File: src/dcache_pkg.sv
// shared widths, request and control structs for the data cache; import in every cache module
package dcache_pkg;

    // geometry
    localparam int INDEX_WIDTH  = 4;
    localparam int OFFSET_WIDTH = 2;
    localparam int TAG_WIDTH    = 32 - INDEX_WIDTH - OFFSET_WIDTH - 2;
    localparam int WAYS         = 2;
    localparam int LINE_WORDS   = 4;
    localparam int LINE_BITS    = 128;
    localparam int SETS         = 1 << INDEX_WIDTH;

    // lookup view of an address
    typedef struct packed {
        logic [TAG_WIDTH-1:0]    tag;
        logic [INDEX_WIDTH-1:0]  index;
        logic [OFFSET_WIDTH-1:0] offset;
        logic [1:0]              byte_off;
    } dcache_addr_f_t;

    // raw word goes to memory, fields drive the lookup
    typedef union packed {
        logic [31:0]    raw;
        dcache_addr_f_t f;
    } dcache_addr_u;

    typedef struct packed {
        logic         write;
        dcache_addr_u addr;
        logic [31:0]  wdata;
        logic [3:0]   wstrb;
    } dcache_req_t;

    // read addresses are line aligned
    typedef struct packed {
        logic         write;
        dcache_addr_u addr;
        logic [31:0]  wdata;
        logic [3:0]   wstrb;
    } dcache_mem_req_t;

    typedef struct packed {
        logic [WAYS-1:0] data_we;
        logic [WAYS-1:0] tag_we;
        logic            refill;
        logic            lru_touch;
        logic            lru_way;
        logic            rsp_strobe;
        logic            rsp_from_mem;
    } dcache_ctl_t;

endpackage
File: src/dcache_req_buf.sv
// request buffer of the data cache; holds the accepted request for the whole operation
`timescale 1ns/1ps

module dcache_req_buf import dcache_pkg::*; (
    input  logic        clk,
    input  logic        rstn,
    input  dcache_req_t req,
    input  logic        load,
    output dcache_req_t held
);

    // load is ready and valid together, straight from the fsm.
    // the held copy stays put across a miss until the next accept
    always_ff @(posedge clk or negedge rstn) begin
        if (!rstn) begin
            held <= '0;
        end else if (load) begin
            held <= req;
        end
    end

    // consumers read held.addr.f.tag / index / offset directly,
    // memory takes held.addr.raw

endmodule

File: config.mk
export PLATFORM = sky130hd
export DESIGN_NAME = dcache_req_buf
export DESIGN_NICKNAME = d
export VERILOG_FILES = /design/src/dcache_pkg.sv /design/src/dcache_req_buf.sv
export SDC_FILE = /design/constraint.sdc
export NUM_CORES = 1
export LEC_CHECK = 0
export BUFFER_PORTS_ARGS = -buffer_cell sky130_fd_sc_hd__buf_2
export CORE_MARGIN = 5
export CORE_UTILIZATION = 40
export CTS_BUF_LIST = sky130_fd_sc_hd__clkbuf_4
export DETAILED_ROUTE_END_ITERATION = 16
export PLACE_DENSITY = 0.78
export SKIP_CTS_REPAIR_TIMING = 1
export SYNTH_ARGS = -nofsm -noshare
export SYNTH_HDL_FRONTEND = slang
export SYNTH_SLANG_ARGS = --single-unit
File: constraint.sdc
create_clock -name clk -period 1.3 [get_ports clk]
set_input_delay 0.26 -clock clk [delete_from_list [all_inputs] [get_ports clk]]
set_output_delay 0.26 -clock clk [all_outputs]
set_load 0.05 [all_outputs]
==> out/results.tsv, run 1 <==
stage	metric	value	unit
setup_path	crit_path_end_kind	primary output	
timing	timing.hold.ws	0.0886	ns
clocking	cts_buffers	9	
timing	setup_viol	0	
pwr	clkPwrFrac	21.2	%
run	maxCapViolations	0	
synthesis	synth_cell_types	6	
timing	finClkSkew	0	ns
timing	fmax	794	MHz
grt	grt_pass1_vias	1927	
timing	slew_viol_final	0	
synthesis	yosysSeqAreaShare	66.3	%
synthesis	yosysWarnings	0	
grt	grt_usage	13.9	%
synthesis	syn_area	0.00260	sq mm
clocking	htreeDepth	3	
floorplanning	dieArea	0.00822	sq mm
synthesis	yosys.area_share.simple	0	%
setup_path	r2r-start	held[58]$_DFFE_PN0P_	
setup_path	worstPathRequired	1.04	ns
setup_path	reg2reg_to	held[58]$_DFFE_PN0P_	
layout	drive_gt1_share	76.3	%
grt	grt_pass1_wl	9120	microns
run_status	status	complete, no violations	
worst_hold_path	hold_path_class	primary input to register	
timing	fin_ws	0.0412	ns
clocking	cts_tree	built	
timing	hold_violations	0	
synthesis	synth_nets	218	
place	gp_congestion	0.675	
layout	largest_reg_flops	69	
grt	antenna_found_initial	0	
synthesis	synth_xor_area_share	0	%
synthesis	synthAdderAreaFrac	0	%
setup_path	cp_cell_sequence	buf_4	
setup_path	crit_fanout	2	
worst_hold_path	hold_depth	2	
clocking	clock-sinks	69	
pwr	p_int	3.41	mW
setup_path	cp-start-kind	register	
synthesis	avgSynthCellArea	17.8	sq um
timing	slew_headroom	73.7	%
pwr	power_switching	1.84	mW
pwr	pwr-share-comb	31.5	%
synthesis	synth_seq_cells	69	
setup_path	rrSetupSlack	0.41	ns
detailed_routing	ant_nets	0	
pwr	switching_share	35.1	%
timing	min_period	1.26	ns
detailed_routing	vias	1775	
setup_path	crit_family	flip-flops	
timing	period_share	96.8	%
layout	area_delta_synth_final	44.6	%
setup_path	cpPeakStageDelay	0.41	ns
clocking	clk_path_buf_depth	2	
floorplanning	chipWidth	90.7	microns
synthesis	syn_inst	146	
pwr	max-vdd-ir-drop	0.746	mV
place	post-place-ws	0.156	ns
layout	max_flop_register	held	
synthesis	synth_top_family_by_area	multiplexers	
floorplanning	ios	141	
layout	reg.largest.list	held x69	
layout	n_antenna_cell	0	
floorplanning	start_util	41.0	%
grt	grt_start_max_net_pins	36	
worst_hold_path	hold_start	req[1]	
detailed_routing	post-route-drc-count	0	
place	io_buffers	140	
detailed_routing	firstDrtPassIters	4	
setup_path	cp.depth	1	
floorplanning	die_h	90.7	microns
detailed_routing	drt_iter0_markers	31	
detailed_routing	via_per_inst	4.71	
detailed_routing	wl_per_cell	15.4	microns
clocking	clk_pin_slew	0.11	ns
floorplanning	rows	29	
setup_path	crit_arrival	1.00	ns
pwr	p_leak	1.86	nW
worst_hold_path	whs_endpoint	held[1]$_DFFE_PN0P_	
pwr	p_per_area	1390	mW/mm^2
layout	fin_nets	368	
setup_path	critPathKind	register to primary output	
setup_path	timing.reg2reg.worst_path_depth	2	
place	dp.final_hpwl	4180	microns
grt	grt-ovfl-total	0	
detailed_routing	wirelength	5790	microns
floorplanning	core_area	0.00635	sq mm
timing	tightestPinTransition	0.395	ns
setup_path	path_buf_inv	1	
synthesis	synth.area.mux_share	31.3	%
pwr	seq_power_share	47.3	%
synthesis	synth_compound_area_share	0	%
clocking	clock_latency	0.38	ns
clocking	cts_root_buffer	clkbuf_4	
setup_path	cp_slowest_cell	dfrtp_1	
layout by cell type (no fill, tap or decap), drive strengths merged:
master,instances
buf,143
clkbuf,15
mux2,69
dlygate4sd3,1
dfrtp,69
clkinv,3
through the flow:
step / cell area, sq um / instances / util (%) / TNS, ns / power (mW)
6_report: 3760 / 377 / 59.3 / 0 / 5.25
2_1_floorplan: 2600 / 146 / - / 0 / 3.56
5_1_grt: 3760 / 377 / 59.3 / -0.0513 / 5.50
3_5_place_dp: 3420 / 359 / 53.8 / 0 / 4.01
3_3_place_gp: 3420 / 359 / 53.8 / 0 / 3.98
4_1_cts: 3520 / 374 / 55.5 / -0.633 / 5.14
layout make-up:
type / instances / area (sq um)
timing repair buffer: 147 / 1020
clock buffer: 12 / 90.1
multi-input combinational: 69 / 815
fill: 510 / 2580
tap: 77 / 96.3
sequential: 69 / 1730
clock inverter: 3 / 13.8
cells by family after synthesis:
group,after synthesis
multiplexers,69
buffers and inverters,8
flip-flops,69
power by group through the flow:
stage | logic [mW] | clock network, mW | registers [mW]
global route | 1.73 | 1.26 | 2.51
finish | 1.65 | 1.11 | 2.48
floorplan | 0.289 | 0 | 3.27
global placement | 1.49 | 0 | 2.50
detailed placement | 1.50 | 0 | 2.50
CTS | 1.51 | 1.17 | 2.47
worst max path at each step:
stage | end | slack (ns) | from
finish | held[48] | 0.04 | held[48]$_DFFE_PN0P_
global placement | held[6]$_DFFE_PN0P_ | 0.18 | load
global route | held[67] | -0.02 | held[67]$_DFFE_PN0P_
floorplan | held[56]$_DFFE_PN0P_ | 0.25 | load
detailed placement | held[45]$_DFFE_PN0P_ | 0.16 | load
CTS | held[52] | -0.03 | held[52]$_DFFE_PN0P_
metal layers:
| layer | vias up | part of all wire [%] | GRT usage, % | routed length [microns] |
|---|---|---|---|---|
| met2 | 79 | 51 | 22.8 | 2940 |
| met1 | 872 | 39 | 15.7 | 2240 |
| met4 | 0 | 1.1 | 5.96 | 66 |
| met5 | - | 0 | 0 | 0 |
| li1 | 817 | - | - | - |
| met3 | 7 | 9.5 | 5.83 | 551 |
cells in the mapped netlist:
library cell,number,area (sq um)
buf_6,2,22.5
buf_2,5,25.0
buf_8,1,15.0
mux2_4,10,150
mux2_2,59,664
dfrtp_1,69,1730
(Power assumes the default switching activity.)
==> run 2: changes to the inputs <==
Settings changed: CORE_ASPECT_RATIO set to 0.8, PLACE_DENSITY 0.78 to 0.81.
Clock period 1.3 ns to 1 ns, I/O delays scaled along.
==> run 2 against run 1 <==
Compared with the run above: the run now ends with negative setup slack left; sequential share of layout area fell by 5.3 points; sequential power rose by 32%; clock-buffer cell count fell by 1; setup slack got worse by 0.21 ns; clock skew did not move; sequential cell count did not move; combinational power rose by 47%; highest routed layer unchanged; via count rose by 6.7%.
==> out/results.tsv, run 2 (same netlist as run 1, synthesis figures left out) <==
stage	metric	value	unit	change
clocking	clock_latency	0.38	ns	about the same
setup_path	worstPathRequired	0.80	ns	was 1.04 ns
timing	fmax	855	MHz	
layout	n_antenna_cell	0		unchanged
setup_path	crit_path_end_kind	primary output		unchanged
layout	fin_util	67.1	%	was 59.3%
setup_path	cp_slowest_cell	dfrtp_1		unchanged
pwr	total_power	7.08	mW	was 5.25 mW
pwr	max-vdd-ir-drop	0.946	mV	was 0.746 mV
run_status	status	finished with violations		was complete, no violations
clocking	clock-sinks	69		unchanged
floorplanning	start_util	41.0	%	about the same
layout	mostFrequentLayoutCells	71 x buf_2, 69 x dfrtp_1, 69 x buf_6		was 71 x buf_2, 69 x dfrtp_1, 59 x mux2_2
worst_hold_path	hold_depth	2		unchanged
layout	max_flop_register	held		unchanged
timing	tightestPinTransition	0.223	ns	was 0.395 ns
timing	period_share	117	%	
timing	slew_viol_final	0		unchanged
detailed_routing	drt_iter0_markers	28		was 31
layout	layout_commonest_cell	buf_2		unchanged
floorplanning	ios	141		unchanged
setup_path	cpPeakStageDelay	0.42	ns	was 0.41 ns
clocking	cts_tree	built		unchanged
setup_path	critPathKind	register to primary output		unchanged
timing	min_period	1.17	ns	
floorplanning	dieArea	0.00823	sq mm	was 0.00822 sq mm
layout	reg.largest.list	held x69		unchanged
detailed_routing	firstDrtPassIters	4		unchanged
detailed_routing	post-route-drc-count	0		unchanged
detailed_routing	wirelength	6560	microns	was 5790 microns
run_status	violations	negative setup slack		
worst_hold_path	hold_path_class	primary input to register		unchanged
setup_path	cp-start-kind	register		unchanged
detailed_routing	wl_per_cell	15.9	microns	was 15.4 microns
setup_path	cp.depth	1		unchanged
timing	finClkSkew	0	ns	unchanged
grt	antenna_found_initial	0		unchanged
clocking	clk_pin_slew	0.10	ns	was 0.11 ns
detailed_routing	ant_nets	0		unchanged
detailed_routing	via_per_inst	4.57		was 4.71
place	gp_congestion	0.703		was 0.675
place	dp.final_hpwl	4440	microns	was 4180 microns
timing	slew_headroom	85.1	%	was 73.7%
timing	setup_viol	69		was 0
setup_path	rrSetupSlack	0.09	ns	was 0.41 ns
grt	grt_pass1_wl	9100	microns	was 9120 microns
layout	largest_reg_flops	69		unchanged
layout	fin_nets	398		was 368
setup_path	crit_fanout	2		unchanged
timing	rsz0062_at_grt	yes		
pwr	p_per_area	1660	mW/mm^2	was 1390 mW/mm^2
setup_path	crit_family	flip-flops		unchanged
detailed_routing	vias	1894		was 1775
clocking	cts_root_buffer	clkbuf_4		unchanged
place	io_buffers	140		unchanged
grt	grt_usage	14.4	%	was 13.9%
floorplanning	rows	26		was 29
setup_path	cp_cell_sequence	buf_6		was buf_4
grt	grt_start_max_net_pins	41		was 36
clocking	htreeDepth	3		unchanged
floorplanning	die_h	82.2	microns	was 90.7 microns
clocking	cts_buffers	9		unchanged
pwr	p_leak	2.06	nW	was 1.86 nW
setup_path	timing.reg2reg.worst_path_depth	2		unchanged
grt	grt-ovfl-total	0		unchanged
grt	grt_pass1_vias	1858		was 1927
timing	fin_ws	-0.169	ns	was 0.0412 ns
layout	area_delta_synth_final	63.4	%	was 44.6%
timing	hold_violations	0		unchanged
run	maxCapViolations	0		unchanged
floorplanning	chipWidth	100	microns	was 90.7 microns
clocking	clk_path_buf_depth	2		unchanged
setup_path	path_buf_inv	1		unchanged
floorplanning	core_area	0.00634	sq mm	was 0.00635 sq mm
setup_path	crit_arrival	0.97	ns	was 1.00 ns
layout	drive_gt1_share	72.1	%	was 76.3%
-- run 2: metal layers --
layer | track usage [%] | routed length (microns)
met3 | 6.47 | 608
met4 | 5.65 | 76
met5 | 0 | 0
met1 | 17.3 | 2330
met2 | 22.9 | 3550
-- run 2: worst paths after layout --
path	from	endpoint
max reg2reg	held[59]$_DFFE_PN0P_	held[59]$_DFFE_PN0P_
min reg2reg	held[38]$_DFFE_PN0P_	held[38]$_DFFE_PN0P_
min	req[67]	held[67]$_DFFE_PN0P_
max in group asynchronous	rstn	held[31]$_DFFE_PN0P_
max	held[6]$_DFFE_PN0P_	held[6]
min in group asynchronous	rstn	held[62]$_DFFE_PN0P_
-- run 2: stage by stage --
| step | setup TNS, ns | setup WS (ns) | hold WS (ns) | cell area [sq um] | cells |
|---|---|---|---|---|---|
| 4_1_cts | -17.26 | -0.275 | -0.218 | 3530 | 381 |
| 6_report | -10.04 | -0.169 | 0.0411 | 4260 | 414 |
| 3_3_place_gp | -2.93 | -0.0612 | 0.217 | 3430 | 366 |
| 5_1_grt | -15.22 | -0.242 | 0.000877 | 4260 | 414 |
| 2_1_floorplan | 0 | 0.00572 | -0.0956 | 2600 | 146 |
| 3_5_place_dp | -3.60 | -0.0876 | 0.228 | 3430 | 366 |
-- run 2: power by group --
part           total (mW)  leakage, nW  switching [mW]  internal, mW
clock                1.37       0.0592           0.841         0.528
sequential           3.28        0.807           0.209          3.07
combinational        2.43         1.19            1.39          1.04
-- run 2: area by class of cell --
cell class	count	area, sq um
clock buffer	11	82.6
timing repair buffer	177	1510
clock inverter	4	16.3
fill	444	2090
sequential	69	1730
multi-input combinational	69	815
tap	84	105
