$ cat config.mk
export PLATFORM = sky130hd
export DESIGN_NAME = dcache_rdata_sel
export DESIGN_NICKNAME = d
export VERILOG_FILES = /design/src/dcache_pkg.sv /design/src/dcache_rdata_sel.sv
export SDC_FILE = /design/constraint.sdc
export NUM_CORES = 1
export LEC_CHECK = 0
export BUFFER_PORTS_ARGS = -buffer_cell sky130_fd_sc_hd__clkbuf_2
export CAP_MARGIN = 20
export CORE_AREA = 8 8 112 114
export DETAILED_ROUTE_END_ITERATION = 8
export DIE_AREA = 0 0 120 122
export GPL_TIMING_DRIVEN = 0
export PLACE_DENSITY = 0.65
export REMOVE_ABC_BUFFERS = 1
export SLEW_MARGIN = 20
export SYNTH_ARGS = -nofsm -noshare
export SYNTH_HDL_FRONTEND = slang
export SYNTH_SLANG_ARGS = --single-unit
export TNS_END_PERCENT = 10
$ cat constraint.sdc
create_clock -name vclk -period 1.6
set_input_delay 0.16 -clock vclk [all_inputs]
set_output_delay 0.16 -clock vclk [all_outputs]
set_load 0.02 [all_outputs]
$ cat src/dcache_pkg.sv
// shared widths, request and control structs for the data cache; import in every cache module
package dcache_pkg;

    // geometry
    localparam int INDEX_WIDTH  = 4;
    localparam int OFFSET_WIDTH = 2;
    localparam int TAG_WIDTH    = 32 - INDEX_WIDTH - OFFSET_WIDTH - 2;
    localparam int WAYS         = 2;
    localparam int LINE_WORDS   = 4;
    localparam int LINE_BITS    = 128;
    localparam int SETS         = 1 << INDEX_WIDTH;

    // lookup view of an address
    typedef struct packed {
        logic [TAG_WIDTH-1:0]    tag;
        logic [INDEX_WIDTH-1:0]  index;
        logic [OFFSET_WIDTH-1:0] offset;
        logic [1:0]              byte_off;
    } dcache_addr_f_t;

    // raw word goes to memory, fields drive the lookup
    typedef union packed {
        logic [31:0]    raw;
        dcache_addr_f_t f;
    } dcache_addr_u;

    typedef struct packed {
        logic         write;
        dcache_addr_u addr;
        logic [31:0]  wdata;
        logic [3:0]   wstrb;
    } dcache_req_t;

    // read addresses are line aligned
    typedef struct packed {
        logic         write;
        dcache_addr_u addr;
        logic [31:0]  wdata;
        logic [3:0]   wstrb;
    } dcache_mem_req_t;

    typedef struct packed {
        logic [WAYS-1:0] data_we;
        logic [WAYS-1:0] tag_we;
        logic            refill;
        logic            lru_touch;
        logic            lru_way;
        logic            rsp_strobe;
        logic            rsp_from_mem;
    } dcache_ctl_t;

endpackage
$ cat src/dcache_rdata_sel.sv
// read data selector of the data cache; picks the hit word or the refill word and strobes it out
`timescale 1ns/1ps

module dcache_rdata_sel import dcache_pkg::*; (
    input  dcache_ctl_t           ctl,
    input  logic [WAYS-1:0]       hit,
    input  dcache_req_t           held,
    input  logic [WAYS-1:0][31:0] way_words,
    input  logic [LINE_BITS-1:0]  mem_line,
    output logic                  rsp_valid,
    output logic [31:0]           rsp_rdata
);

    logic [31:0] hit_word;
    logic [31:0] line_word;

    // at most one way hits
    assign hit_word = hit[1] ? way_words[1] : way_words[0];

    // requested word out of the returning line
    assign line_word = mem_line[held.addr.f.offset*32 +: 32];

    assign rsp_rdata = ctl.rsp_from_mem ? line_word : hit_word;
    assign rsp_valid = ctl.rsp_strobe;

endmodule

==> impl_metrics.yaml, run 1 <==
detailed_routing:
  postRouteAntennaNets: 0
  dr.max_layer_used: "met4"
  via_count: 2379
  drc: 0
  wl_met1_um: 3616
  post_drt_wl_per_cell_um: 17.04
  totalWireLength_um: 9101
  first_pass_iters: 4
  drt-initial-drc-count: 56
  wl_met3_um: 815
  vias_per_cell: 4.455
  wl_met2_um: 4653
grt:
  grt-ovfl-total: 0
  grt_max_degree: 67
  grt_pass1_wl_um: 13260
  grt_pass1_vias: 2687
  track_usage_pct: 10.80
  grt_antenna_before_repair: 0
worst_hold_path:
  hold_depth: 0
  hp-class: "primary input to primary output"
placement:
  dp_hpwl_um: 7115
  io_buffers: 228
  place_congestion: 0.8214
  dp.cells: 530
  dp_slack_ns: -0.7031
  dpl_cell_area_sq_mm: 0.002919
worst_setup_path:
  cp-end-kind: "primary output"
  crit_slowest_cell: "mux2_2"
  cpPeakStageDelay_ns: 0.38
  start_kind: "primary input"
  worstPathRequired_ns: 1.44
  crit_family: "buffers and inverters"
  critPathKind: "primary input to primary output"
  crit_arrival_ns: 1.37
  crit_path_max_fanout: 32
  crit_buf_inv: 2
  cp.depth: 5
  crit_chain: "clkbuf_8 -> mux2_2 -> o22ai_1 -> a31oi_1 -> clkbuf_2"
clocking:
  cts-hold-fix-buffers: 0
cells_and_area:
  regArea_sq_um: 0
  area_growth_pct: 68.44
  design.seq.count: 0
  final_util_pct: 28.53
  fin_cells: 534
  drive_gt1_share_pct: 72.59
  clkbuf_count: 0
  insertedDiodeCount: 0
  finalInstanceArea_sq_mm: 0.003052
  final_nets: 668
logic_synthesis:
  syn_area_sq_mm: 0.001812
  synthTopCellsByArea: "mux2_4, mux2i_1, mux2_2"
  synthTopCellsByCount: "mux2_4, a31oi_1, mux2i_1, o22ai_1, mux2_2"
  seq_area_frac_synth_pct: 0
  syn_inst: 187
  synth.distinct_cells: 13
  synthMostInstantiatedCell: "mux2_4"
  yosysWarnings: 0
  avgSynthCellArea_sq_um: 9.688
  synth_top_area_cell: "mux2_4"
  synth.top_cell.area_share_pct: 28.18
floorplanning:
  ioPinCount: 305
  die_x_um: 120
  fp-row-count: 38
  chipHeight_um: 122
  dieArea_sq_mm: 0.01464
  coreArea_sq_mm: 0.01070
  initial_core_util_pct: 16.94
sta:
  tns_ns: 0
  timing.slew.headroom_pct: 69.61
  setup_ws_ns: 0.07117
  slew_violations: 0
  period_needed_ns: 1.529
  rsz0062_at_grt: "no"
  finalHoldViolations: 0
  setup_viol: 0
  tightest_slew_ns: 0.4559
  timing.fmax_mhz: 654.1
  finalCritPeriodShare_pct: 95.55
  hold_ws_ns: 0.3202
power_and_ir_drop:
  ir_drop_mv: 0.2391
  p_leak_nw: 1.692
  p_sw_share_pct: 46.45
  clkPwrFrac_pct: 0
  power.switching_uw: 440.5
  cellPowerDensity_mw_per_mm2: 310.8
  power.internal_uw: 507.9
  report.power.total_uw: 948.4
  power_frac_seq_pct: 0
  comb_power_share_pct: 100.0
job:
  maxCapViolCount: 0
run_status:
  status: "finished, final reports clean"
[power by group through the flow]
stage | logic (mW) | registers (mW) | clock network, mW
finish | 0.948 | 0 | 0
global route | 1.03 | 0 | 0
CTS | 0.951 | 0 | 0
detailed placement | 0.917 | 0 | 0
global placement | 0.900 | 0 | 0
floorplan | 0.450 | 0 | 0
[repair_timing]
item / in CTS / in global routing
buffers inserted: 2 / 0
endpoints found under the setup margin: 32 / 3
pin swaps: 0 / 0
gates resized for setup: 10 / 0
cloned: 1 / 1
[routing by layer]
metal | vias to the layer above | track usage [%]
li1 | 1177 | -
met1 | 1062 | 12.18
met2 | 138 | 20.82
met3 | 2 | 2.915
met4 | 0 | 0.3123
met5 | - | 0
[path summary, 6_finish.rpt]
check / from / end
setup / recovery: hit[1] / rsp_rdata[15]
hold / removal: ctl[1] / rsp_valid
[layout by cell type (no fill, tap or decap), drive strengths merged]
| cell | instances |
|---|---|
| a31oi | 32 |
| buf | 3 |
| clkbuf | 229 |
| mux2 | 64 |
| mux2i | 32 |
| nand2b | 2 |
| o22ai | 32 |
[layout make-up]
cell class | count | area, sq um
Tap cell | 140 | 175.2
Fill cell | 1185 | 7646
Timing Repair Buffer | 232 | 1280
Multi-Input combinational cell | 162 | 1597
[cell families (layout without fill, tap and decap cells)]
family | after synthesis | after routing | share of synthesized area [%]
and+or+nand+nor | 1 | 2 | 0.3455
muxes | 96 | 96 | 64.50
buffers and inverters | 26 | 232 | 13.05
AOI/OAI and AO/OA | 64 | 64 | 22.10
No activity file was read; power rests on OpenSTA's default activity.
==> run 2: changes to the inputs <==
--- a/config.mk
+++ b/config.mk
@@ -11,7 +11,7 @@
 export DETAILED_ROUTE_END_ITERATION = 8
 export DIE_AREA = 0 0 120 122
 export GPL_TIMING_DRIVEN = 0
-export PLACE_DENSITY = 0.65
+export PLACE_DENSITY = 0.67
 export REMOVE_ABC_BUFFERS = 1
 export SLEW_MARGIN = 20
 export SYNTH_ARGS = -nofsm -noshare
==> constraint.sdc (replaced) <==
create_clock -name vclk -period 1.4
set_input_delay 0.14 -clock vclk [all_inputs]
set_output_delay 0.14 -clock vclk [all_outputs]
set_load 0.02 [all_outputs]
==> impl_metrics.yaml, run 2 (synthesized netlist as in run 1, its figures left out) <==
run_status:
  status: "finished, final reports clean"
floorplanning:
  initial_core_util_pct: 16.94
  coreArea_sq_mm: 0.01070
  dieArea_sq_mm: 0.01464
  fp-row-count: 38
  chipHeight_um: 122
  die_x_um: 120
  ioPinCount: 305
grt:
  track_usage_pct: 12.05
  grt_pass1_vias: 2920
  grt_antenna_before_repair: 0
  grt_max_degree: 67
  grt_pass1_wl_um: 14550
  grt-ovfl-total: 0
detailed_routing:
  drt-initial-drc-count: 48
  dr.max_layer_used: "met4"
  first_pass_iters: 4
  vias_per_cell: 4.595
  wl_met2_um: 4983
  wl_met1_um: 3894
  postRouteAntennaNets: 0
  via_count: 2463
  totalWireLength_um: 9880
  wl_met3_um: 836
  post_drt_wl_per_cell_um: 18.43
  drc: 0
cells_and_area:
  drive_gt1_share_pct: 73.99
  final_common_cell: "clkbuf_2"
  design.seq.count: 0
  regArea_sq_um: 0
  clkbuf_count: 0
  final_nets: 670
  area_growth_pct: 73.89
  final_util_pct: 29.45
  fin_cells: 536
  insertedDiodeCount: 0
  final_cell_mix: "clkbuf_2, mux2_4, a31oi_1, mux2i_1, o22ai_1"
placement:
  io_buffers: 228
  dp.cells: 530
  dp_slack_ns: -0.9042
  dp_hpwl_um: 7506
  place_congestion: 0.7711
sta:
  timing.slew.headroom_pct: 80.33
  period_needed_ns: 1.372
  setup_ws_ns: 0.02783
  timing.fmax_mhz: 728.8
  finalHoldViolations: 0
  tightest_slew_ns: 0.2951
  hold_ws_ns: 0.2804
  slew_violations: 0
  rsz0062_at_grt: "yes"
  finalCritPeriodShare_pct: 98.01
  setup_viol: 0
worst_setup_path:
  start_kind: "primary input"
  cp-end-kind: "primary output"
  crit_arrival_ns: 1.23
  worstPathRequired_ns: 1.26
  crit_path_max_fanout: 17
  critPathKind: "primary input to primary output"
power_and_ir_drop:
  power.internal_uw: 609.9
  p_sw_share_pct: 46.37
  clkPwrFrac_pct: 0
  power_frac_seq_pct: 0
  cellPowerDensity_mw_per_mm2: 361.0
  report.power.total_mw: 1.137
  comb_power_share_pct: 100.0
  p_leak_nw: 1.734
  ir_drop_mv: 0.1909
  power.switching_uw: 527.3
job:
  maxCapViolCount: 0
worst_hold_path:
  hp-class: "primary input to primary output"
run 2: worst max-delay path, cell delays in order:
cell and delay [ns]:
clkbuf_16 0.18, buf_16 0.16, mux2_2 0.35, o22ai_1 0.15, a31oi_1 0.07, buf_2 0.18
run 2: area by class of cell:
| cell class | instances | area (sq um) |
|---|---|---|
| Fill cell | 1165 | 7547 |
| Multi-Input combinational cell | 162 | 1628 |
| Tap cell | 140 | 175.2 |
| Timing Repair Buffer | 234 | 1348 |
run 2: path summary, 6_finish.rpt:
kind	to	slack, ns	from	cells past startpoint
max	rsp_rdata[15]	0.03	held[39]	6
min	rsp_valid	0.28	ctl[1]	0
run 2: layer usage:
metal	vias to the layer above	global-route usage, %
li1	1182	-
met1	1125	13.16
met2	144	22.91
met3	12	3.378
met4	0	2.030
met5	-	0
run 2: through the flow:
stage / setup TNS [ns] / area, sq um
6_report: 0 / 3151
5_1_grt: -0.006417 / 3151
4_1_cts: -0.02195 / 3110
3_5_place_dp: -23.93 / 2919
3_3_place_gp: -50.83 / 2892
2_1_floorplan: -1.077 / 1575
run 2: power by group through the flow:
| stage | clock, mW | combinational [mW] | sequential, mW |
|---|---|---|---|
| global placement | 0 | 1.04 | 0 |
| detailed placement | 0 | 1.06 | 0 |
| floorplan | 0 | 0.514 | 0 |
| global route | 0 | 1.22 | 0 |
| CTS | 0 | 1.13 | 0 |
| finish | 0 | 1.14 | 0 |
run 2: repair_timing:
item	in CTS	in global routing
buffers inserted	2	0
hold buffers	0	0
setup endpoints to repair	32	8
gates resized for setup	16	6
gates cloned	3	1
==> run 3: changes to the inputs <==
--- a/config.mk
+++ b/config.mk
@@ -11,7 +11,7 @@
 export DETAILED_ROUTE_END_ITERATION = 8
 export DIE_AREA = 0 0 120 122
 export GPL_TIMING_DRIVEN = 0
-export PLACE_DENSITY = 0.67
+export PLACE_DENSITY_LB_ADDON = 0.25
 export REMOVE_ABC_BUFFERS = 1
 export SLEW_MARGIN = 20
 export SYNTH_ARGS = -nofsm -noshare
==> constraint.sdc (replaced) <==
create_clock -name vclk -period 1.7
set_input_delay 0.17 -clock vclk [all_inputs]
set_output_delay 0.17 -clock vclk [all_outputs]
set_load 0.02 [all_outputs]
==> impl_metrics.yaml, run 3 (synthesized netlist as in run 1, its figures left out) <==
cells_and_area:
  final_common_cell: "clkbuf_2"
  final_cell_mix: "clkbuf_2, mux2_4, mux2i_1, a31oi_1, o22ai_1"
  fill_cells: 1167
  drive_gt1_share_pct: 72.70
  area_growth_pct: 66.71
  finalInstanceArea_sq_mm: 0.003020
  insertedDiodeCount: 0
  fin_cells: 532
  design.seq.count: 0
  clkbuf_count: 0
  final_nets: 666
  regArea_sq_um: 0
worst_setup_path:
  crit_arrival_ns: 1.43
  critPathKind: "primary input to primary output"
  worstPathRequired_ns: 1.53
  start_kind: "primary input"
  cp-startpoint: "held[39]"
  cp-end-kind: "primary output"
  crit_path_max_fanout: 35
sta:
  setup_viol: 0
  timing.fmax_mhz: 624.4
  finalHoldViolations: 0
  setup_ws_ns: 0.09848
  slew_violations: 0
  period_needed_ns: 1.602
  rsz0062_at_grt: "no"
  tightest_slew_ns: 0.4295
  timing.slew.headroom_pct: 71.36
  finalCritPeriodShare_pct: 94.21
detailed_routing:
  postRouteAntennaNets: 0
  post_drt_wl_per_cell_um: 16.24
  via_count: 2386
  drc: 0
  drt-initial-drc-count: 24
  totalWireLength_um: 8641
  vias_per_cell: 4.485
  first_pass_iters: 4
floorplanning:
  initial_core_util_pct: 16.94
  dieArea_sq_mm: 0.01464
  die_x_um: 120
  fp-row-count: 38
  ioPinCount: 305
  chipHeight_um: 122
  coreArea_sq_mm: 0.01070
placement:
  dp_slack_ns: -0.5570
  io_buffers: 228
  dp.cells: 531
  dp_hpwl_um: 7417
  dpl_cell_area_sq_mm: 0.002947
  place_congestion: 0.7875
clocking:
  cts-hold-fix-buffers: 0
power_and_ir_drop:
  p_leak_nw: 1.675
  ir_drop_mv: 0.2049
  report.power.total_uw: 877.2
  cellPowerDensity_mw_per_mm2: 290.4
grt:
  grt_pass1_wl_um: 13190
  grt_pass1_vias: 2694
  track_usage_pct: 10.65
  grt_max_degree: 66
  grt_antenna_before_repair: 0
  grt-ovfl-total: 0
worst_hold_path:
  hold_path_end: "rsp_valid"
  min_from: "ctl[1]"
  hold_depth: 0
  hp-class: "primary input to primary output"
run_status:
  status: "finished, final reports clean"
job:
  maxCapViolCount: 0
## run 3: cell types whose count changed in the layout (fill, tap and decap cells not counted), sizes merged
cell    change
buf         -2
bufbuf      -1
nand2b      -1
## run 3: per-stage QoR
step                      hold WS, ns  TNS, ns  utilization [%]
final                          0.3401        0            28.23
after detailed placement       0.3402   -12.81            27.54
after global routing           0.3401        0            28.23
after floorplan                0.3400        0                -
after global placement         0.3402   -46.48            27.03
after CTS                      0.3402        0            28.23
## run 3: worst max-delay path, stage by stage
cell	delay, ns
clkbuf_16	0.22
buf_16	0.25
mux2_1	0.36
o22ai_2	0.15
a31oi_1	0.06
clkbuf_2	0.18
## run 3: layout make-up
type / count / area [sq um] / area share, %
multi-input combinational: 161 / 1589 / 52.61
timing repair buffer: 231 / 1256 / 41.59
tap: 140 / 175.2 / 5.799
## run 3: power breakdown
part           internal, mW  switching, mW  leakage [nW]  total (mW)
registers                 0              0             0           0
clock network             0              0             0           0
logic                 0.473          0.404          1.67       0.877
total                 0.473          0.404          1.67       0.877
## run 3: how the worst max path moves through the flow
stage / slack (ns) / cells past startpoint / end
floorplan: 0.16 / 3 / rsp_rdata[30]
global placement: -1.70 / 5 / rsp_rdata[16]
detailed placement: -0.56 / 6 / rsp_rdata[16]
CTS: 0.03 / 6 / rsp_rdata[16]
global route: 0.004 / 6 / rsp_rdata[22]
finish: 0.1 / 6 / rsp_rdata[16]
## run 3: per-layer routing
layer / part of all wire (%) / vias up / track usage, % / wire (um)
li1: - / 1174 / - / -
met1: 38 / 1060 / 11.40 / 3293
met2: 48 / 152 / 19.87 / 4157
met3: 14 / 0 / 4.859 / 1190
met4: 0 / 0 / 0.1561 / 0
met5: 0 / - / 0 / 0
## run 3: timing repair
action,in CTS,in global routing
buffers inserted,1,0
endpoints found under the setup margin,32,6
pin swaps,0,1
resized for setup,9,1
endpoints found under the hold margin,0,0
