**config.mk**
```make
export PLATFORM = sky130hd
export DESIGN_NAME = dcache_fsm
export DESIGN_NICKNAME = d
export VERILOG_FILES = /design/src/dcache_pkg.sv /design/src/dcache_fsm.sv
export SDC_FILE = /design/constraint.sdc
export NUM_CORES = 1
export LEC_CHECK = 0
export ABC_AREA = 1
export ABC_CLOCK_PERIOD_IN_PS = 2650
export BUFFER_PORTS_ARGS = -buffer_cell sky130_fd_sc_hd__buf_2
export CAP_MARGIN = 20
export CORE_AREA = 2 2 61 63
export DETAILED_ROUTE_END_ITERATION = 10
export DIE_AREA = 0 0 63 65
export MAX_ROUTING_LAYER = met4
export PLACE_DENSITY = 0.78
export SKIP_CTS_REPAIR_TIMING = 1
export SYNTH_ARGS = -nofsm -noshare
export SYNTH_HDL_FRONTEND = slang
export SYNTH_SLANG_ARGS = --single-unit
export TNS_END_PERCENT = 5
```
**constraint.sdc**
```tcl
create_clock -name clk -period 2.65 [get_ports clk]
set_input_delay 0.53 -clock clk [delete_from_list [all_inputs] [get_ports clk]]
set_output_delay 0.53 -clock clk [all_outputs]
set_load 0.005 [all_outputs]
```
**src/dcache_pkg.sv**
```systemverilog
// shared widths, request and control structs for the data cache; import in every cache module
package dcache_pkg;

    // geometry
    localparam int INDEX_WIDTH  = 4;
    localparam int OFFSET_WIDTH = 2;
    localparam int TAG_WIDTH    = 32 - INDEX_WIDTH - OFFSET_WIDTH - 2;
    localparam int WAYS         = 2;
    localparam int LINE_WORDS   = 4;
    localparam int LINE_BITS    = 128;
    localparam int SETS         = 1 << INDEX_WIDTH;

    // lookup view of an address
    typedef struct packed {
        logic [TAG_WIDTH-1:0]    tag;
        logic [INDEX_WIDTH-1:0]  index;
        logic [OFFSET_WIDTH-1:0] offset;
        logic [1:0]              byte_off;
    } dcache_addr_f_t;

    // raw word goes to memory, fields drive the lookup
    typedef union packed {
        logic [31:0]    raw;
        dcache_addr_f_t f;
    } dcache_addr_u;

    typedef struct packed {
        logic         write;
        dcache_addr_u addr;
        logic [31:0]  wdata;
        logic [3:0]   wstrb;
    } dcache_req_t;

    // read addresses are line aligned
    typedef struct packed {
        logic         write;
        dcache_addr_u addr;
        logic [31:0]  wdata;
        logic [3:0]   wstrb;
    } dcache_mem_req_t;

    typedef struct packed {
        logic [WAYS-1:0] data_we;
        logic [WAYS-1:0] tag_we;
        logic            refill;
        logic            lru_touch;
        logic            lru_way;
        logic            rsp_strobe;
        logic            rsp_from_mem;
    } dcache_ctl_t;

endpackage
```
**src/dcache_fsm.sv**
```systemverilog
// main control fsm of the data cache; sequences lookups, misses and memory handshakes
`timescale 1ns/1ps

module dcache_fsm import dcache_pkg::*; (
    input  logic            clk,
    input  logic            rstn,
    input  logic            req_valid,
    output logic            req_ready,
    input  dcache_req_t     held,
    input  logic [WAYS-1:0] hit,
    input  logic            victim,
    output logic            mem_req,
    output dcache_mem_req_t mem_cmd,
    input  logic            mem_addr_ok,
    input  logic            mem_data_ok,
    output logic            load,
    output dcache_ctl_t     ctl
);

    typedef enum logic [2:0] {
        IDLE,
        LOOKUP,
        HIT_W,
        MISS_R,
        MISS_WAIT,
        MISS_W
    } state_t;

    state_t state;
    state_t next_state;
    logic   any_hit;
    logic   hit_way;

    assign any_hit = |hit;
    assign hit_way = hit[1];

    always_ff @(posedge clk or negedge rstn) begin
        if (!rstn) begin
            state <= IDLE;
        end else begin
            state <= next_state;
        end
    end

    ////////////////////////////////////////////////////////////////////////////
    // next state, handshakes and array controls
    ////////////////////////////////////////////////////////////////////////////

    always_comb begin
        next_state = state;
        req_ready  = 1'b0;
        mem_req    = 1'b0;
        ctl        = '0;
        case (state)
            IDLE: begin
                req_ready  = 1'b1;
                next_state = req_valid ? LOOKUP : IDLE;
            end
            LOOKUP: begin
                if (!any_hit) begin
                    next_state = held.write ? MISS_W : MISS_R;
                end else if (!held.write) begin
                    // read hit answers now and lets the next request in
                    ctl.rsp_strobe = 1'b1;
                    ctl.lru_touch  = 1'b1;
                    ctl.lru_way    = hit_way;
                    req_ready      = 1'b1;
                    next_state     = req_valid ? LOOKUP : IDLE;
                end else begin
                    ctl.data_we   = hit;
                    ctl.lru_touch = 1'b1;
                    ctl.lru_way   = hit_way;
                    next_state    = HIT_W;
                end
            end
            // write through, cache already updated
            HIT_W, MISS_W: begin
                mem_req = 1'b1;
                if (mem_addr_ok) begin
                    req_ready  = 1'b1;
                    next_state = req_valid ? LOOKUP : IDLE;
                end
            end
            MISS_R: begin
                mem_req = 1'b1;
                if (mem_addr_ok) begin
                    next_state = MISS_WAIT;
                end
            end
            MISS_WAIT: begin
                if (mem_data_ok) begin
                    ctl.refill          = 1'b1;
                    ctl.data_we[victim] = 1'b1;
                    ctl.tag_we[victim]  = 1'b1;
                    ctl.lru_touch       = 1'b1;
                    ctl.lru_way         = victim;
                    ctl.rsp_strobe      = 1'b1;
                    ctl.rsp_from_mem    = 1'b1;
                    req_ready           = 1'b1;
                    next_state          = req_valid ? LOOKUP : IDLE;
                end
            end
            default: begin
                next_state = IDLE;
            end
        endcase
    end

    assign load = req_ready && req_valid;

    // memory command comes from the held request, so it is stable while mem_req waits
    always_comb begin
        mem_cmd.write = held.write;
        mem_cmd.addr  = held.addr;
        mem_cmd.wdata = held.wdata;
        mem_cmd.wstrb = held.wstrb;
        if (!held.write) begin
            // whole line read
            mem_cmd.addr.f.offset   = '0;
            mem_cmd.addr.f.byte_off = '0;
            mem_cmd.wstrb           = '0;
        end
    end

endmodule

```
==> impl_metrics.ini, run 1 <==
[die]
io_pins = 158
row_count = 22
start_util = 0.268
die_w_um = 63
dieArea_um2 = 4100
core-area_um2 = 3500
fp.dieH_um = 65

[clocking]
cts.htree.levels = 1
cts.sinks = 3
clk_pin_slew_ns = 0.04
numCtsBuffers = 3
clock_latency_ns = 0.23
clockBufferDepth = 2
clockRootBuffer = clkbuf_4
cts_tree = done

[finish]
largest-register = state
final_cell_area_um2 = 727
finalNonFillerCells = 169
largest_register_ffs = 3
nets = 201
antenna_cells = 0
drive_above_1_share = 0.463
reg_top3 = state x3
synthToLayoutAreaGrowth_pct = -22.4

[timing]
post-route-min-period_ns = 2.04
finalSetupViolCount = 0
max_clock_freq_ghz = 0.491
worst_pin_slew_ns = 0.330
final-max-slew-violation-count = 0
min_period_over_period = 0.769
rsz0062_at_grt = no
setup_ws_ns = 0.612
finalClockSkew_ns = 0.000393
tns_ns = 0
timing.slew.headroom = 0.780
hold_viol = 0

[placement]
routabilityCongestion = 0.900
hpwl_um = 1610
dp_slack_ns = 0.585
dp.cells = 165
portBuffers = 37
placed_cell_area_um2 = 701

[worst_setup_path]
required_ns = 2.12
r2r_cells = 6
reg2reg_slack_ns = 1.53
crit_path_end_kind = output pin
start_kind = primary input
critPathMaxFanout = 13
r2r_start = state[2]$_DFFE_PN0P_
worst-setup-path-type = primary input to output pin
worstPathArrival_ns = 1.51
r2r_end = state[1]$_DFFE_PN0P_

[synth]
ys.flop_type = dfrtp_1
syn_nets = 223
synth_area_um2 = 937
yosys.area.top_type = buf_4
synth.area.top_cells = buf_4 (50%), nand2_1 (10%), dfrtp_1 (8.0%)
ys_top_cells_by_count = buf_4 (62), nand2_1 (25), inv_1 (17)
synth_cells = 144
ys_warn_count = 0
synth_most_common_cell = buf_4
ys_ff_latch = 3
yosysSeqAreaShare = 0.0801
synth_top_area_share = 0.497
synth.distinct_cells = 22
synth_edf_count = 0
async_flop_share = 1.00
synth.avg_cell_area_um2 = 6.51

[grt]
grt_usage = 0.0886
grt_max_degree = 14
antenna_found_initial = 0
grt_pass1_vias = 597
grt_pass1_wl_um = 2660
grt_overflow_total = 0

[drt]
drt-vias-per-instance = 3.99
route.detailed.drc = 0
detail-route-antenna-nets = 0
wire_per_inst_um = 10.9
vias = 674
dr.pass1.iters = 4
routed_wirelength_um = 1840
drt_iter0_markers = 24

[pwr]
ir_worst_vdd_v = 0.000149
p_per_area_nw_per_um2 = 782
p_leak_nw = 0.502
finalPower_uw = 568

[run]
max_cap_viol_count = 0

[run_status]
status = completed

[worst_hold_path]
hold_class = primary input to async pin
worst max-delay path: stages:
cell and delay, ns:
buf_2 0.21, inv_1 0.09, ha_1 0.20, nand4_1 0.12, nand3_2 0.08, nor2_2 0.11, inv_1 0.04, buf_2 0.12
layout make-up:
class                   count  area (um^2)
clock buffers               4         26.3
repair buffers             37          185
well taps                  48         60.1
inverters                  21         81.3
flip-flops and latches      3         75.1
multi-input cells          56          299
fillers                   414         2770
cell families after synthesis:
| group | after synthesis | share of synthesized area |
|---|---|---|
| buffers and inverters | 85 | 0.601 |
| adders and majority gates | 2 | 0.0267 |
| AOI/OAI and AO/OA | 10 | 0.0668 |
| and+or+nand+nor | 44 | 0.226 |
| DFF | 3 | 0.0801 |
report_power, final:
group	switching, mW	internal, mW	total (mW)
registers	0.0475	0.0676	0.115
logic	0.215	0.158	0.373
clock network	0.0239	0.0564	0.0804
total	0.286	0.282	0.568
placed cells by master, fill, tap and decap left out:
master	synthesis	layout
nand2_2	4	4
clkbuf_1	0	1
o21ai_1	2	2
nand2_1	25	25
nand3_1	3	3
nand3b_1	1	1
o21ai_2	2	2
nor2_1	4	4
ha_1	2	2
o21ai_0	3	3
inv_2	3	3
nand3_2	3	3
buf_2	1	37
o31ai_1	1	1
inv_4	1	1
nand4_1	1	1
dfrtp_1	3	3
clkbuf_4	0	3
inv_1	17	17
a21oi_1	1	1
o21bai_1	1	1
nor2_2	3	3
per-stage QoR:
step / util / hold WS, ns
after floorplan: - / 0.234
after global placement: 0.200 / 0.326
after detailed placement: 0.200 / 0.326
after CTS: 0.208 / 0.0738
after global routing: 0.208 / 0.0705
final: 0.208 / 0.0816
worst max path at each step:
stage | start | to | slack (ns) | cells past startpoint
2_1_floorplan | held[68] | req_ready | 0.85 | 7
3_3_place_gp | held[68] | req_ready | 0.61 | 8
3_5_place_dp | held[68] | req_ready | 0.59 | 8
4_1_cts | held[68] | req_ready | 0.59 | 8
5_1_grt | held[68] | req_ready | 0.46 | 8
6_report | held[68] | req_ready | 0.61 | 8
routing by layer:
layer  part of all wire  track usage
met1               0.31       0.0681
met2               0.46        0.137
met3               0.17       0.0538
met4              0.065       0.0972
met5                  0            -
Power figures use the tool's default switching activity.
==> run 2: changes to the inputs <==
--- a/config.mk
+++ b/config.mk
@@ -6,14 +6,14 @@
 export NUM_CORES = 1
 export LEC_CHECK = 0
 export ABC_AREA = 1
-export ABC_CLOCK_PERIOD_IN_PS = 2650
+export ABC_CLOCK_PERIOD_IN_PS = 1710
 export BUFFER_PORTS_ARGS = -buffer_cell sky130_fd_sc_hd__buf_2
 export CAP_MARGIN = 20
-export CORE_AREA = 2 2 61 63
+export CORE_AREA = 2 2 65 67
 export DETAILED_ROUTE_END_ITERATION = 10
-export DIE_AREA = 0 0 63 65
+export DIE_AREA = 0 0 67 69
 export MAX_ROUTING_LAYER = met4
-export PLACE_DENSITY = 0.78
+export PLACE_DENSITY = 0.73
 export SKIP_CTS_REPAIR_TIMING = 1
 export SYNTH_ARGS = -nofsm -noshare
 export SYNTH_HDL_FRONTEND = slang
==> constraint.sdc (replaced) <==
create_clock -name clk -period 1.71 [get_ports clk]
set_input_delay 0.342 -clock clk [delete_from_list [all_inputs] [get_ports clk]]
set_output_delay 0.342 -clock clk [all_outputs]
set_load 0.005 [all_outputs]
==> impl_metrics.ini, run 2 (synthesis gave the netlist of run 1 again) <==
[run_status]
status = completed

[finish]
layout_common_cells = buf_2 (37), nand2_1 (24), inv_1 (17), buf_4 (5)
synthToLayoutAreaGrowth_pct = -11.6
finalNonFillerCells = 177
largest-register = state
final_common_cell = buf_2
nets = 207
antenna_cells = 0
reg_top3 = state x3
drive_above_1_share = 0.520
fill_cells = 473
largest_register_ffs = 3
final_core_util = 0.212
final_cell_area_um2 = 828

[drt]
vias = 709
wire_per_inst_um = 13.0
top_layer = met4
drt-vias-per-instance = 4.01
dr_wl_met2_um = 1290
dr.pass1.iters = 4
route.detailed.drc = 0
routed_wirelength_um = 2310
wl_met1_um = 683
dr_wl_met3_um = 285
drt_iter0_markers = 30
detail-route-antenna-nets = 0

[timing]
worst_pin_slew_ns = 0.230
timing.slew.headroom = 0.845
max_clock_freq_ghz = 0.605
hold_viol = 0
final-max-slew-violation-count = 0
post-route-min-period_ns = 1.65
finalSetupViolCount = 0
setup_ws_ns = 0.0564
rsz0062_at_grt = yes
finalClockSkew_ns = 0.0000906
min_period_over_period = 0.967

[worst_setup_path]
start_kind = flip-flop
crit_start = state[0]$_DFFE_PN0P_
crit_path_end = ctl[8]
worst-setup-path-type = flip-flop to output pin
critPathMaxFanout = 6
r2r_end = state[2]$_DFFE_PN0P_
worstPathArrival_ns = 1.31
cp_num_cells = 6
cp_num_buf_inv = 2
required_ns = 1.37
reg2reg_slack_ns = 0.54
path_delay_family = flip-flops
crit_path_end_kind = output pin
r2r_cells = 6
crit_path_cell_trace = nor2_4 -> nand3_4 -> inv_4 -> nand2_4 -> o31ai_1 -> buf_2
critPathMaxStageDelay_ns = 0.44
worst_path_max_delay_cell = dfrtp_2
r2r_start = state[2]$_DFFE_PN0P_

[grt]
grt_usage = 0.0973
grt_max_degree = 13
grt_pass1_wl_um = 3220
grt_pass1_vias = 636
grt_overflow_total = 0
antenna_found_initial = 0

[die]
start_util = 0.239
fp.dieH_um = 69
dieArea_um2 = 4620
die_w_um = 67
core-area_um2 = 3910
io_pins = 158
row_count = 23

[clocking]
clockBufferDepth = 2
cts.sinks = 3
cts.htree.levels = 1
cts_tree = done
clk_pin_slew_ns = 0.03
clock_latency_ns = 0.22
numCtsBuffers = 3
clockRootBuffer = clkbuf_8

[placement]
routabilityCongestion = 0.829
portBuffers = 37
placed_cell_area_um2 = 711
dp_slack_ns = 0.0612
hpwl_um = 1980
dp.cells = 168

[pwr]
p_per_area_nw_per_um2 = 1340
ir_worst_vdd_v = 0.000289
p_leak_nw = 0.545

[worst_hold_path]
hold_class = primary input to async pin

[run]
max_cap_viol_count = 0
[run 2: where the power goes]
part	internal, mW	switching [mW]
logic	0.313	0.405
clock network	0.159	0.0492
registers	0.112	0.0744
total	0.584	0.529
[run 2: per-stage QoR]
step	hold WS (ns)	total power [mW]	setup TNS (ns)
CTS	-0.0937	1.00	-0.161
global route	0.481	1.22	-0.0978
finish	0.464	1.11	0
global placement	0.138	0.769	0
detailed placement	0.138	0.789	0
floorplan	0.0464	0.710	0
[run 2: worst min-delay path by stage]
| stage | to | depth (start not counted) | slack (ns) | start |
|---|---|---|---|---|
| floorplan | state[0]$_DFFE_PN0P_ | 0 | 0.05 | rstn |
| global placement | state[2]$_DFFE_PN0P_ | 1 | 0.14 | rstn |
| detailed placement | state[1]$_DFFE_PN0P_ | 1 | 0.14 | rstn |
| CTS | state[1]$_DFFE_PN0P_ | 1 | -0.09 | rstn |
| global route | state[1]$_DFFE_PN0P_ | 2 | 0.48 | rstn |
| finish | state[1]$_DFFE_PN0P_ | 2 | 0.46 | rstn |
[run 2: layout make-up]
cell class              count  area (um^2)  area share
multi-input cells          56          323       0.390
repair buffers             43          233       0.281
inverters                  21         86.3       0.104
flip-flops and latches      3         78.8      0.0952
well taps                  50         62.6      0.0755
clock buffers               4         45.0      0.0544
[run 2: routing by layer]
layer  track usage  vias to the layer above
met3        0.0375                        6
met5             -                        -
li1              -                      339
met2         0.176                       56
met4        0.0590                        0
met1        0.0794                      308
==> run 3: changes to the inputs <==
--- a/config.mk
+++ b/config.mk
@@ -14,6 +14,7 @@
 export DIE_AREA = 0 0 67 69
 export MAX_ROUTING_LAYER = met4
 export PLACE_DENSITY = 0.73
+export RECOVER_POWER = 25
 export SKIP_CTS_REPAIR_TIMING = 1
 export SYNTH_ARGS = -nofsm -noshare
 export SYNTH_HDL_FRONTEND = slang
==> impl_metrics.ini, run 3 (synthesis gave the netlist of run 1 again) <==
[run_status]
status = completed

[worst_setup_path]
path_delay_family = flip-flops
worstPathArrival_ns = 1.31
reg2reg_slack_ns = 0.54
cp_num_buf_inv = 2
required_ns = 1.37
crit_path_end_kind = output pin
crit_start = state[0]$_DFFE_PN0P_
crit_path_cell_trace = nor2_4 -> nand3_4 -> inv_4 -> nand2_4 -> o31ai_1 -> buf_2
crit_path_end = ctl[8]
start_kind = flip-flop
r2r_cells = 6
r2r_start = state[2]$_DFFE_PN0P_
worst_path_max_delay_cell = dfrtp_2
cp_num_cells = 6
critPathMaxFanout = 6
critPathMaxStageDelay_ns = 0.44
r2r_end = state[2]$_DFFE_PN0P_
worst-setup-path-type = flip-flop to output pin

[die]
fp.dieH_um = 69
core-area_um2 = 3910
die_w_um = 67
row_count = 23
dieArea_um2 = 4620
start_util = 0.239
io_pins = 158

[pwr]
p_leak_nw = 0.542
ir_worst_vdd_v = 0.000289
p_per_area_nw_per_um2 = 1350

[worst_hold_path]
hold_class = primary input to async pin

[clocking]
cts_tree = done
cts.sinks = 3
cts.htree.levels = 1
clockBufferDepth = 2
clockRootBuffer = clkbuf_8
clk_pin_slew_ns = 0.03
numCtsBuffers = 3
clock_latency_ns = 0.22

[timing]
tns_ns = 0
finalClockSkew_ns = 0.0000906
timing.slew.headroom = 0.845
setup_ws_ns = 0.0564
min_period_over_period = 0.967
post-route-min-period_ns = 1.65
max_clock_freq_ghz = 0.605
whs_ns = 0.474
rsz0062_at_grt = yes
final-max-slew-violation-count = 0
hold_viol = 0
worst_pin_slew_ns = 0.230
finalSetupViolCount = 0

[placement]
placed_cell_area_um2 = 711
hpwl_um = 1980
dp.cells = 168
routabilityCongestion = 0.829
portBuffers = 37
dp_slack_ns = 0.0612

[drt]
dr_wl_met2_um = 1290
dr.pass1.iters = 4
route.detailed.drc = 0
dr_wl_met3_um = 285
routed_wirelength_um = 2310
detail-route-antenna-nets = 0
wl_met1_um = 683
vias = 709
drt_iter0_markers = 30
top_layer = met4
drt-vias-per-instance = 4.01
wire_per_inst_um = 13.0

[grt]
grt_pass1_wl_um = 3220
grt_pass1_vias = 636
antenna_found_initial = 0
grt_overflow_total = 0
grt_max_degree = 13
grt_usage = 0.0973

[finish]
largest_register_ffs = 3
finalNonFillerCells = 177
antenna_cells = 0
reg_top3 = state x3
nets = 207
ff_latch_area_um2 = 78.8
largest-register = state
synthToLayoutAreaGrowth_pct = -11.7
multi_input_area_um2 = 323
final_common_cell = buf_2
drive_above_1_share = 0.512
layout_common_cells = buf_2 (36), nand2_1 (24), inv_1 (17), buf_4 (5)
final_cell_area_um2 = 827
fill_cells = 474

[run]
max_cap_viol_count = 0
==> run 3: worst min path at each step <==
stage	start	end	slack, ns
after floorplan	rstn	state[0]$_DFFE_PN0P_	0.05
after global placement	rstn	state[2]$_DFFE_PN0P_	0.14
after detailed placement	rstn	state[1]$_DFFE_PN0P_	0.14
after CTS	rstn	state[1]$_DFFE_PN0P_	-0.09
after global routing	req_valid	state[0]$_DFFE_PN0P_	0.49
final	rstn	state[1]$_DFFE_PN0P_	0.47
==> run 3: final cells by class <==
cell class                      count  area share
Clock buffer                        4      0.0545
Inverter                           21       0.104
Multi-Input combinational cell     56       0.390
Sequential cell                     3      0.0953
Tap cell                           50      0.0756
Timing Repair Buffer               43       0.280
==> run 3: per-layer routing <==
| metal | GRT usage | up-vias |
|---|---|---|
| met2 | 0.176 | 56 |
| met1 | 0.0794 | 308 |
| met5 | - | - |
| li1 | - | 339 |
| met3 | 0.0375 | 6 |
| met4 | 0.0590 | 0 |
==> run 3: worst reg2reg max path: stages (launching register included) <==
cell and delay, ns:
dfrtp_2 0.44, buf_4 0.16, nand2_2 0.07, nand2_1 0.07, o21ai_2 0.18, nand2_1 0.06
o21ai_1 0.09
==> run 3: through the flow <==
stage,utilization,total power [mW]
final,0.211,1.11
after global routing,0.211,1.22
after CTS,0.193,1.00
after detailed placement,0.182,0.789
after floorplan,-,0.710
after global placement,0.182,0.769
==> run 3: power breakdown <==
group	switching (mW)	total, mW	internal (mW)
combinational	0.405	0.718	0.313
clock	0.0492	0.208	0.159
sequential	0.0744	0.186	0.112
